===== config.mk =====
export PLATFORM = sky130hd
export DESIGN_NAME = arkanoid_controls
export DESIGN_NICKNAME = d
export VERILOG_FILES = /design/src/logic/paddle_pkg.sv /design/src/logic/key_map_pkg.sv /design/src/logic/arkanoid_controls.sv /design/src/logic/cabinet_outputs.sv /design/src/logic/paddle_position.sv /design/src/logic/motion_decoder.sv /design/src/logic/key_decoder.sv
export SDC_FILE = /design/constraint.sdc
export NUM_CORES = 1
export LEC_CHECK = 0
export BUFFER_PORTS_ARGS = -buffer_cell sky130_fd_sc_hd__buf_4
export CAP_MARGIN = 20
export CORE_MARGIN = 4
export CORE_UTILIZATION = 42
export CTS_CLUSTER_DIAMETER = 100
export DETAILED_ROUTE_END_ITERATION = 7
export MAX_ROUTING_LAYER = met4
export PLACE_DENSITY = 0.64
export SLEW_MARGIN = 15
export SYNTH_ARGS = -nofsm -noshare
export SYNTH_HDL_FRONTEND = slang
export SYNTH_SLANG_ARGS = --single-unit

===== constraint.sdc =====
create_clock -name CLK_12M -period 6.2 [get_ports CLK_12M]
set_input_delay 0 -clock CLK_12M [delete_from_list [all_inputs] [get_ports CLK_12M]]
set_output_delay 0 -clock CLK_12M [all_outputs]
set_load 0.05 [all_outputs]

===== src/logic/paddle_pkg.sv =====
// ======================================================================
// Paddle side: position, encoder phase and divider definitions
// ======================================================================
package paddle_pkg;

	localparam int POSITION_W = 12;
	localparam int MOUSE_DX_W = 8;

	// Steps still owed to the board, sign gives direction
	typedef logic signed [POSITION_W-1:0] position_t;
	// X field of a mouse report
	typedef logic signed [MOUSE_DX_W-1:0] mouse_delta_t;
	// AB encoder phase, bit 1 is A
	typedef logic [1:0] quad_t;
	// Shared by step and poll dividers
	typedef logic [15:0] div_count_t;

	localparam quad_t QUAD_IDLE = 2'b11; // Both lines released

	// Divider lengths, counted in 6 MHz ticks
	localparam int STEP_DIV_DEFAULT = 1500;  // ~4 kHz step rate
	localparam int POLL_DIV_DEFAULT = 48000; // ~8 ms, like a 125 Hz mouse poll

	// Digital paddle reload sizes
	localparam position_t DPAD_SLOW = 12'sd4;
	localparam position_t DPAD_FAST = 12'sd9;

	// One Gray step of the encoder
	// Negative: 00 -> 01 -> 11 -> 10 -> 00
	// Positive: 00 -> 10 -> 11 -> 01 -> 00
	function automatic quad_t quad_step(input quad_t q, input logic neg);
		quad_t nxt;
		if (neg) begin
			nxt = {q[0], ~q[1]};
		end else begin
			nxt = {~q[0], q[1]};
		end
		return nxt;
	endfunction

endpackage


===== src/logic/key_map_pkg.sv =====
// ======================================================================
// Keyboard side: PS/2 set-2 codes and board button set
// ======================================================================
package key_map_pkg;

	// Raw make/break code, no E0 prefix
	typedef logic [7:0] scan_code_t;

	// Cabinet keys
	localparam scan_code_t SC_START1  = 8'h16; // 1
	localparam scan_code_t SC_START2  = 8'h1E; // 2
	localparam scan_code_t SC_COIN1   = 8'h2E; // 5
	localparam scan_code_t SC_COIN2   = 8'h36; // 6
	localparam scan_code_t SC_SERVICE = 8'h46; // 9

	// Play keys
	localparam scan_code_t SC_FAST    = 8'h11; // Alt, speeds up the digital paddle
	localparam scan_code_t SC_LEFT    = 8'h6B; // Cursor left
	localparam scan_code_t SC_RIGHT   = 8'h74; // Cursor right
	localparam scan_code_t SC_FIRE    = 8'h29; // Space

	// Active-low inputs of the game board
	// Order: shot, coin1, coin2, start1, start2, service
	localparam int BOARD_BTN_W = 6;

	typedef logic [BOARD_BTN_W-1:0] board_btn_t;

endpackage

===== src/logic/arkanoid_controls.sv =====
`timescale 1ns/100ps

// ======================================================================
// Player controls front end
// ======================================================================
module arkanoid_controls #(
	parameter int step_div = paddle_pkg::STEP_DIV_DEFAULT,
	parameter int poll_div = paddle_pkg::POLL_DIV_DEFAULT
) (
	input  logic              CLK_12M,
	input  logic              rst_n,
	input  logic [10:0]       ps2_key,   // toggle, pressed, -, code
	input  logic [24:0]       ps2_mouse, // toggle, ..., X delta, ..., buttons
	input  logic              enc_a,
	input  logic              enc_b,
	input  logic              fire_in_n,
	output paddle_pkg::quad_t spinner,
	output logic              shot_n,
	output logic              coin1_n,
	output logic              coin2_n,
	output logic              start1_n,
	output logic              start2_n,
	output logic              service_n
);

	logic                  btn_fire, btn_fast, btn_left, btn_right;
	logic                  btn_coin1, btn_coin2, btn_service, btn_start1, btn_start2;
	logic                  tick;
	logic                  move_add;
	logic                  move_load;
	paddle_pkg::position_t move_value;
	paddle_pkg::quad_t     emu_quad;

	// ==================================================================
	// Decode
	// ==================================================================
	key_decoder i_key_decoder (
		.CLK_12M(CLK_12M), .rst_n(rst_n),
		.key_toggle(ps2_key[10]), .key_pressed(ps2_key[9]), .key_code(ps2_key[7:0]),
		.btn_fire(btn_fire), .btn_fast(btn_fast), .btn_left(btn_left),
		.btn_right(btn_right), .btn_coin1(btn_coin1), .btn_coin2(btn_coin2),
		.btn_service(btn_service), .btn_start1(btn_start1), .btn_start2(btn_start2)
	);

	motion_decoder #(.poll_div(poll_div)) i_motion_decoder (
		.CLK_12M(CLK_12M), .rst_n(rst_n),
		.mouse_toggle(ps2_mouse[24]), .mouse_dx(ps2_mouse[15:8]),
		.dpad_left(btn_left), .dpad_right(btn_right), .dpad_fast(btn_fast),
		.tick(tick), .move_add(move_add), .move_load(move_load), .move_value(move_value)
	);

	// Emulated encoder
	paddle_position #(.step_div(step_div)) i_paddle_position (
		.CLK_12M(CLK_12M), .rst_n(rst_n), .tick(tick),
		.move_add(move_add), .move_load(move_load), .move_value(move_value),
		.emu_quad(emu_quad)
	);

	// Board side
	cabinet_outputs i_cabinet_outputs (
		.CLK_12M(CLK_12M), .rst_n(rst_n),
		.enc_a(enc_a), .enc_b(enc_b), .fire_in_n(fire_in_n),
		.mouse_buttons(ps2_mouse[1:0]),
		.move_add(move_add), .move_load(move_load), .emu_quad(emu_quad),
		.btn_fire(btn_fire), .btn_coin1(btn_coin1), .btn_coin2(btn_coin2),
		.btn_service(btn_service), .btn_start1(btn_start1), .btn_start2(btn_start2),
		.spinner(spinner), .shot_n(shot_n), .coin1_n(coin1_n), .coin2_n(coin2_n),
		.start1_n(start1_n), .start2_n(start2_n), .service_n(service_n)
	);

endmodule


===== src/logic/cabinet_outputs.sv =====
`timescale 1ns/100ps

// ======================================================================
// Real encoder follower, source select and board inputs
// ======================================================================
module cabinet_outputs (
	input  logic              CLK_12M,
	input  logic              rst_n,
	input  logic              enc_a,
	input  logic              enc_b,
	input  logic              fire_in_n,     // Cabinet button, active low
	input  logic [1:0]        mouse_buttons,
	input  logic              move_add,
	input  logic              move_load,
	input  paddle_pkg::quad_t emu_quad,
	input  logic              btn_fire,
	input  logic              btn_coin1,
	input  logic              btn_coin2,
	input  logic              btn_service,
	input  logic              btn_start1,
	input  logic              btn_start2,
	output paddle_pkg::quad_t spinner,
	output logic              shot_n,
	output logic              coin1_n,
	output logic              coin2_n,
	output logic              start1_n,
	output logic              start2_n,
	output logic              service_n
);

	logic [1:0]              old_pins; // {b, a} last cycle
	logic                    pins_moved;
	logic                    use_io;   // 1 real encoder, 0 emulated
	logic                    fire_any;
	paddle_pkg::quad_t       raw_quad;
	key_map_pkg::board_btn_t board_n;

	assign pins_moved = ({enc_b, enc_a} != old_pins);
	assign fire_any   = btn_fire | (|mouse_buttons) | ~fire_in_n;
	assign spinner    = use_io ? raw_quad : emu_quad;

	assign {shot_n, coin1_n, coin2_n, start1_n, start2_n, service_n} = board_n;

	// ==================================================================
	// Encoder follower and source flag
	// ==================================================================
	always_ff @(posedge CLK_12M) begin
		if (!rst_n) begin
			old_pins <= {enc_b, enc_a};
			raw_quad <= paddle_pkg::QUAD_IDLE;
			use_io   <= 1'b0;
		end else begin
			old_pins <= {enc_b, enc_a};
			// One phase per A edge, direction from A vs B
			if (enc_a != old_pins[0]) begin
				raw_quad <= paddle_pkg::quad_step(raw_quad, enc_a ^ enc_b);
			end
			if (pins_moved) begin
				use_io <= 1'b1; // Pin activity wins
			end else if (move_add || move_load) begin
				use_io <= 1'b0;
			end
		end
	end

	// Board inputs, registered and inverted
	always_ff @(posedge CLK_12M) begin
		if (!rst_n) begin
			board_n <= '1; // Nothing pressed
		end else begin
			board_n <= ~{fire_any, btn_coin1, btn_coin2, btn_start1, btn_start2, btn_service};
		end
	end

endmodule


===== src/logic/paddle_position.sv =====
`timescale 1ns/100ps

// ======================================================================
// Owed-step accumulator and emulated AB encoder
// ======================================================================
module paddle_position #(
	parameter int step_div = paddle_pkg::STEP_DIV_DEFAULT
) (
	input  logic                  CLK_12M,
	input  logic                  rst_n,
	input  logic                  tick,
	input  logic                  move_add,
	input  logic                  move_load,
	input  paddle_pkg::position_t move_value,
	output paddle_pkg::quad_t     emu_quad
);

	localparam paddle_pkg::div_count_t STEP_LAST = paddle_pkg::div_count_t'(step_div - 1);
	localparam int                     SIGN_BIT  = paddle_pkg::POSITION_W - 1;

	paddle_pkg::position_t  position;      // Steps still owed
	paddle_pkg::position_t  position_base; // After this cycle's step
	paddle_pkg::div_count_t step_cnt;
	logic                   step_due;
	logic                   pos_neg;
	logic                   add_ok;

	assign pos_neg  = position[SIGN_BIT];
	assign step_due = tick && (step_cnt == '0) && (position != '0);
	// Room left only while the top two bits agree
	assign add_ok   = (position[SIGN_BIT] == position[SIGN_BIT-1]);

	// One step toward zero
	always_comb begin
		if (!step_due) begin
			position_base = position;
		end else if (pos_neg) begin
			position_base = position + 12'sd1;
		end else begin
			position_base = position - 12'sd1;
		end
	end

	// ==================================================================
	// Step rate divider, free running on ticks
	// ==================================================================
	always_ff @(posedge CLK_12M) begin
		if (!rst_n) begin
			step_cnt <= '0;
		end else if (tick) begin
			if (step_cnt == STEP_LAST) begin
				step_cnt <= '0;
			end else begin
				step_cnt <= step_cnt + 1'b1;
			end
		end
	end

	// ==================================================================
	// Position and phase
	// ==================================================================
	always_ff @(posedge CLK_12M) begin
		if (!rst_n) begin
			position <= '0;
			emu_quad <= paddle_pkg::QUAD_IDLE;
		end else begin
			if (step_due) begin
				emu_quad <= paddle_pkg::quad_step(emu_quad, pos_neg); // Direction from sign
			end
			if (move_load) begin
				position <= move_value; // Digital paddle overwrites
			end else if (move_add && add_ok) begin
				position <= position_base + move_value;
			end else begin
				position <= position_base; // Guarded add is dropped
			end
		end
	end

endmodule


===== src/logic/motion_decoder.sv =====
`timescale 1ns/100ps

// ======================================================================
// 6 MHz tick, mouse X reports and digital paddle reloads
// ======================================================================
module motion_decoder #(
	parameter int poll_div = paddle_pkg::POLL_DIV_DEFAULT
) (
	input  logic                     CLK_12M,
	input  logic                     rst_n,
	input  logic                     mouse_toggle, // Flips once per report
	input  paddle_pkg::mouse_delta_t mouse_dx,
	input  logic                     dpad_left,
	input  logic                     dpad_right,
	input  logic                     dpad_fast,
	output logic                     tick,       // High every second clock
	output logic                     move_add,   // Add move_value to position
	output logic                     move_load,  // Replace position by move_value
	output paddle_pkg::position_t    move_value
);

	localparam int PAD_W = paddle_pkg::POSITION_W - paddle_pkg::MOUSE_DX_W;

	logic                   old_toggle;
	logic                   mouse_evt;
	logic                   dpad_held;
	logic                   poll_hit;
	paddle_pkg::div_count_t poll_cnt;
	paddle_pkg::position_t  mouse_value;
	paddle_pkg::position_t  dpad_value;

	assign mouse_evt   = (mouse_toggle != old_toggle);
	assign dpad_held   = dpad_left | dpad_right;
	assign poll_hit    = dpad_held && (poll_cnt == paddle_pkg::div_count_t'(poll_div - 1));
	assign mouse_value = {{PAD_W{mouse_dx[paddle_pkg::MOUSE_DX_W-1]}}, mouse_dx}; // Sign extend

	// Right wins when both are held
	always_comb begin
		if (dpad_right) begin
			dpad_value = dpad_fast ? paddle_pkg::DPAD_FAST : paddle_pkg::DPAD_SLOW;
		end else begin
			dpad_value = dpad_fast ? -paddle_pkg::DPAD_FAST : -paddle_pkg::DPAD_SLOW;
		end
	end

	// Halve the 12 MHz clock
	always_ff @(posedge CLK_12M) begin
		if (!rst_n) begin
			tick <= 1'b0;
		end else begin
			tick <= ~tick;
		end
	end

	// ==================================================================
	// Decisions are taken on the cycle before a tick,
	// so every pulse lands on a tick cycle
	// ==================================================================
	always_ff @(posedge CLK_12M) begin
		if (!rst_n) begin
			old_toggle <= mouse_toggle;
			poll_cnt   <= '0;
			move_add   <= 1'b0;
			move_load  <= 1'b0;
		end else begin
			move_add  <= 1'b0; // Pulses last one cycle
			move_load <= 1'b0;
			if (!tick) begin
				if (!dpad_held || poll_hit) begin
					poll_cnt <= '0; // Release clears, hit restarts
				end else begin
					poll_cnt <= poll_cnt + 1'b1;
				end
				if (poll_hit) begin
					move_load <= 1'b1; // Mouse report waits one tick
				end else begin
					old_toggle <= mouse_toggle;
					move_add   <= mouse_evt;
				end
			end
		end
	end

	// Value goes with whichever pulse fires
	always_ff @(posedge CLK_12M) begin
		if (!tick) begin
			move_value <= poll_hit ? dpad_value : mouse_value;
		end
	end

endmodule


===== src/logic/key_decoder.sv =====
`timescale 1ns/100ps

// ======================================================================
// PS/2 key reports to held button levels
// ======================================================================
module key_decoder (
	input  logic                    CLK_12M,
	input  logic                    rst_n,
	input  logic                    key_toggle,  // Flips once per report
	input  logic                    key_pressed, // 1 make, 0 break
	input  key_map_pkg::scan_code_t key_code,
	output logic                    btn_fire,
	output logic                    btn_fast,
	output logic                    btn_left,
	output logic                    btn_right,
	output logic                    btn_coin1,
	output logic                    btn_coin2,
	output logic                    btn_service,
	output logic                    btn_start1,
	output logic                    btn_start2
);

	logic old_toggle;
	logic new_report;

	assign new_report = (key_toggle != old_toggle);

	always_ff @(posedge CLK_12M) begin
		if (!rst_n) begin
			old_toggle  <= key_toggle; // Track, so leaving reset is no report
			btn_fire    <= 1'b0;
			btn_fast    <= 1'b0;
			btn_left    <= 1'b0;
			btn_right   <= 1'b0;
			btn_coin1   <= 1'b0;
			btn_coin2   <= 1'b0;
			btn_service <= 1'b0;
			btn_start1  <= 1'b0;
			btn_start2  <= 1'b0;
		end else begin
			old_toggle <= key_toggle;
			if (new_report) begin
				// Level follows make/break of the matching key
				case (key_code)
					key_map_pkg::SC_FIRE:    btn_fire    <= key_pressed;
					key_map_pkg::SC_FAST:    btn_fast    <= key_pressed;
					key_map_pkg::SC_LEFT:    btn_left    <= key_pressed;
					key_map_pkg::SC_RIGHT:   btn_right   <= key_pressed;
					key_map_pkg::SC_COIN1:   btn_coin1   <= key_pressed;
					key_map_pkg::SC_COIN2:   btn_coin2   <= key_pressed;
					key_map_pkg::SC_SERVICE: btn_service <= key_pressed;
					key_map_pkg::SC_START1:  btn_start1  <= key_pressed;
					key_map_pkg::SC_START2:  btn_start2  <= key_pressed;
					default: ; // Other keys, nothing to hold
				endcase
			end
		end
	end

endmodule


==> results.md <==
- Via count: around 3800
- Status: finished clean
- Slew HR: 35.9%
- Detailed Route WL: 9580 microns
- Crit path buf inv count: 0
- Fin. Hold Viols: 0
- Drt first pass iters: 4
- Cells after DPL: 679
- Area growth from synthesis to layout: 16.2%
- Clock Power Share: 19.3%
- Distinct cell type count of the synthesized netlist: 57
- Core area: 10400 sq um
- Ys flop type: dfxtp_1
- # DRC: 0
- Largest family of logic cells by synthesized area: simple AND/OR/NAND/NOR gates
- Port bufs: 33
- Non-Filler Instances: 713
- Sequential Power Share: about 30%
- F_max: ~210 MHz
- Initial core utilization: 43.5%
- Die W: 112 microns
- Pwr Total: 2.11 mW
- Internal Pwr Total: 1.28 mW
- Post-synthesis mux area share: under 10%
- Arr. time, crit path: 4.90 ns
- Post-synthesis xor/xnor area fraction: 8.89%
- Switch share: 39.5%
- Complex-gate fraction of the synthesized area: 15.3%
- First DRT Iteration DRCs: between 150 and 200
- Cell count after synthesis: ~530
- Synth Area in Adders: 8.89%
- H-tree depth: 3
- Worst min path class: input port to flop
- Post-CTS Setup Inserts: 0
- Initial antenna violation count: 0
- Cts bufs inserted: 9
- Number of synthesized flops with an enable pin: 9
- RSZ-0062 raised after global routing: false
- Max_cap viols: 0
- Worst Skew: approximately 0.017 ns
- I/O Pins: 49
- Startpoint types: flop
- ANT cells: 0
- GRT overflow: 0
- Netlist Area Pre-Place: about 4500 sq um
- R2r setup slk: 1.53 ns
- CP max-delay cell: dfxtp_1
- Fin. max-slew vios: 0
- CTS Root Cell: clkbuf_8
- CP delay by family, top: compound AO/OA/AOI/OAI gates
- Clock sinks: 79
- Largest net degree at the start of global routing: 23
- Power per cell area: between 400 and 500 nW/um^2
- Switch Pwr: 0.833 mW
- Final setup violation count: 0
- Via density: 5.29
- Largest stage delay, worst path: roughly 0.62 ns
- Average size of a mapped cell: 8.60 sq um
- Max Root-Sink Buffers: 2
- Share of cells above drive strength 1: around 11%
- Simple-Gate Fraction of Synth Area: 23.6%
- CTS tree: done
- Crit Path Class: flop to flop
- GPL Wtd Cong: between 0.8 and 0.9
- Layout net count: 644
- P_leak: 2.09 nW
- Mapped Nets: 599
- GRT Util Overall: 16.0%
- Hold slack: 0.0109 ns
- First-pass GRT wire length: 16500 microns
- Worst Path Required: 6.43 ns
- # rows: 37
- Combinational share of power: about 51%
- Clock transition at path regs: 0.08 ns
- CP max FO: 18
- Least-Margin Pin Slew: 0.958 ns
- Yosys warnings: 0
- Worst path cell trace: nor4bb_1, nand4_1, nand2b_1, o21ai_0, ha_1, a211o_1, a2111oi_4, o31ai_2, o41ai_4, nor2_1, mux2_2, or3_1
- Seq cells post-synth: 79
- Vias in the first global route: 3666
- DP HPWL: 7020 microns
- Worst VDD drop: 0.201 mV
- ANT nets after route: 0
- Fin crit share: 75.2%
- Worst Setup End Kind: flop
- Chip height: 112 microns
- Full die area: 12500 sq um
- Wirelength per Cell: 13.4 microns
- Worst-skew pair later-pin latency: 0.36 ns
- Setup TNS: 0 ns
- Post-synthesis sequential area ratio: 36.9%
- Fraction of registers with async set/reset: 0%
- Minimum clock period: 4.67 ns
## cell type report
type	instances	area [sq um]
clock buffers	10	149
repair buffers	51	428
fillers	992	5150
well taps	136	170
clock inverters	6	66.3
flip-flops and latches	79	1670
multi-input cells	417	2730
inverters	14	52.6
## placed cells by master, fill, tap and decap left out, types with 3 or more instances in the layout
| master | n |
|---|---|
| or3_1 | 7 |
| a21boi_0 | 3 |
| o31ai_1 | 6 |
| edfxtp_1 | 9 |
| mux2_2 | 7 |
| nand2_1 | 68 |
| xor2_1 | 24 |
| nor3_1 | 12 |
| nand4_1 | 9 |
| nor2b_1 | 4 |
| nor4bb_1 | 3 |
| buf_4 | 33 |
| dlygate4sd3_1 | 18 |
| mux2i_1 | 8 |
| o21a_1 | 3 |
| inv_1 | 14 |
| dfxtp_1 | 70 |
| o21ai_0 | 22 |
| o41ai_1 | 3 |
| a21o_1 | 5 |
| a21oi_1 | 28 |
| clkbuf_8 | 9 |
| o21bai_1 | 3 |
| and3_1 | 11 |
| nand2b_1 | 8 |
| nor2_1 | 62 |
| nand3_1 | 27 |
| a31oi_1 | 4 |
| ha_1 | 29 |
| nor4_1 | 6 |
| xnor2_1 | 22 |
## per-layer routing
metal,wire [microns],track usage (%),up-vias
met3,253,2.34,12
met1,4760,21.1,1741
met4,130,5.76,0
met2,4440,25.2,52
met5,0,-,-
li1,-,-,1968
## cell usage after synthesis (all sizes together), types with 6 or more instances
cell,count,area (sq um)
nand2,68,255
mux2i,8,80.1
o21ai,23,119
nor2,62,233
xnor2,22,193
ha,29,363
xor2,24,210
dfxtp,70,1400
o31ai,7,57.6
mux2,7,78.8
a21o,6,46.3
clkbuf,12,45.0
nand4,9,56.3
nand3,27,135
and3,11,68.8
edfxtp,9,270
or3,7,43.8
nor4,7,50.1
a21oi,28,140
nand2b,8,50.1
inv,14,52.6
nor3,12,60.1
## state kept, by name (all words and copies together), names as in the netlist, 2 cells and up
name,count
i_motion_decoder.poll_cnt,16
i_paddle_position.emu_quad,2
i_motion_decoder.move_value,8
i_cabinet_outputs.old_pins,2
i_cabinet_outputs.raw_quad,2
i_cabinet_outputs.board_n,6
i_paddle_position.step_cnt,16
i_paddle_position.position,12
## metrics by stage
| stage | util (%) | worst slack (ns) | area, sq um |
|---|---|---|---|
| floorplan | - | 2.40 | 4530 |
| global placement | 46.7 | 1.64 | 4870 |
| detailed placement | 46.7 | 1.54 | 4870 |
| CTS | 50.5 | 1.51 | 5260 |
| global route | 50.5 | 1.14 | 5260 |
| finish | 50.5 | 1.53 | 5260 |
## kinds of logic after synthesis
logic type | Yosys count
xor+xnor | 46
compound gates | 100
simple gates | 225
buf+inv | 31
fa+ha+maj | 31
flops | 79
mux | 15
## power groups by stage
stage / registers (mW) / logic, mW / clock network [mW]
after CTS: 0.621 / 1.08 / 0.419
after global placement: 0.632 / 1.03 / 0
final: 0.621 / 1.08 / 0.407
after detailed placement: 0.633 / 1.06 / 0
after floorplan: 0.616 / 0.884 / 0
after global routing: 0.629 / 1.21 / 0.439
## path summary, 6_finish.rpt
check	startpoint	cells past startpoint	end
max	i_motion_decoder.tick	12	i_paddle_position.position[11]
min	ps2_key[1]	4	i_key_decoder.btn_fire
max reg2reg	i_motion_decoder.tick	12	i_paddle_position.position[11]
min reg2reg	i_key_decoder.btn_service	1	i_cabinet_outputs.board_n[0]
## repair_timing
item                      in CTS  in global routing
gates resized for setup        0                  0
hold endpoints to repair      32                  0
hold buffers                  18                  0
## worst min-delay path, delay by kind of cell
family | cells | cell delay (ns)
AOI/OAI and AO/OA | 1 | 0.05
and+or+nand+nor | 2 | 0.17
buffers and inverters | 1 | 0.10
(Power assumes the default switching activity.)
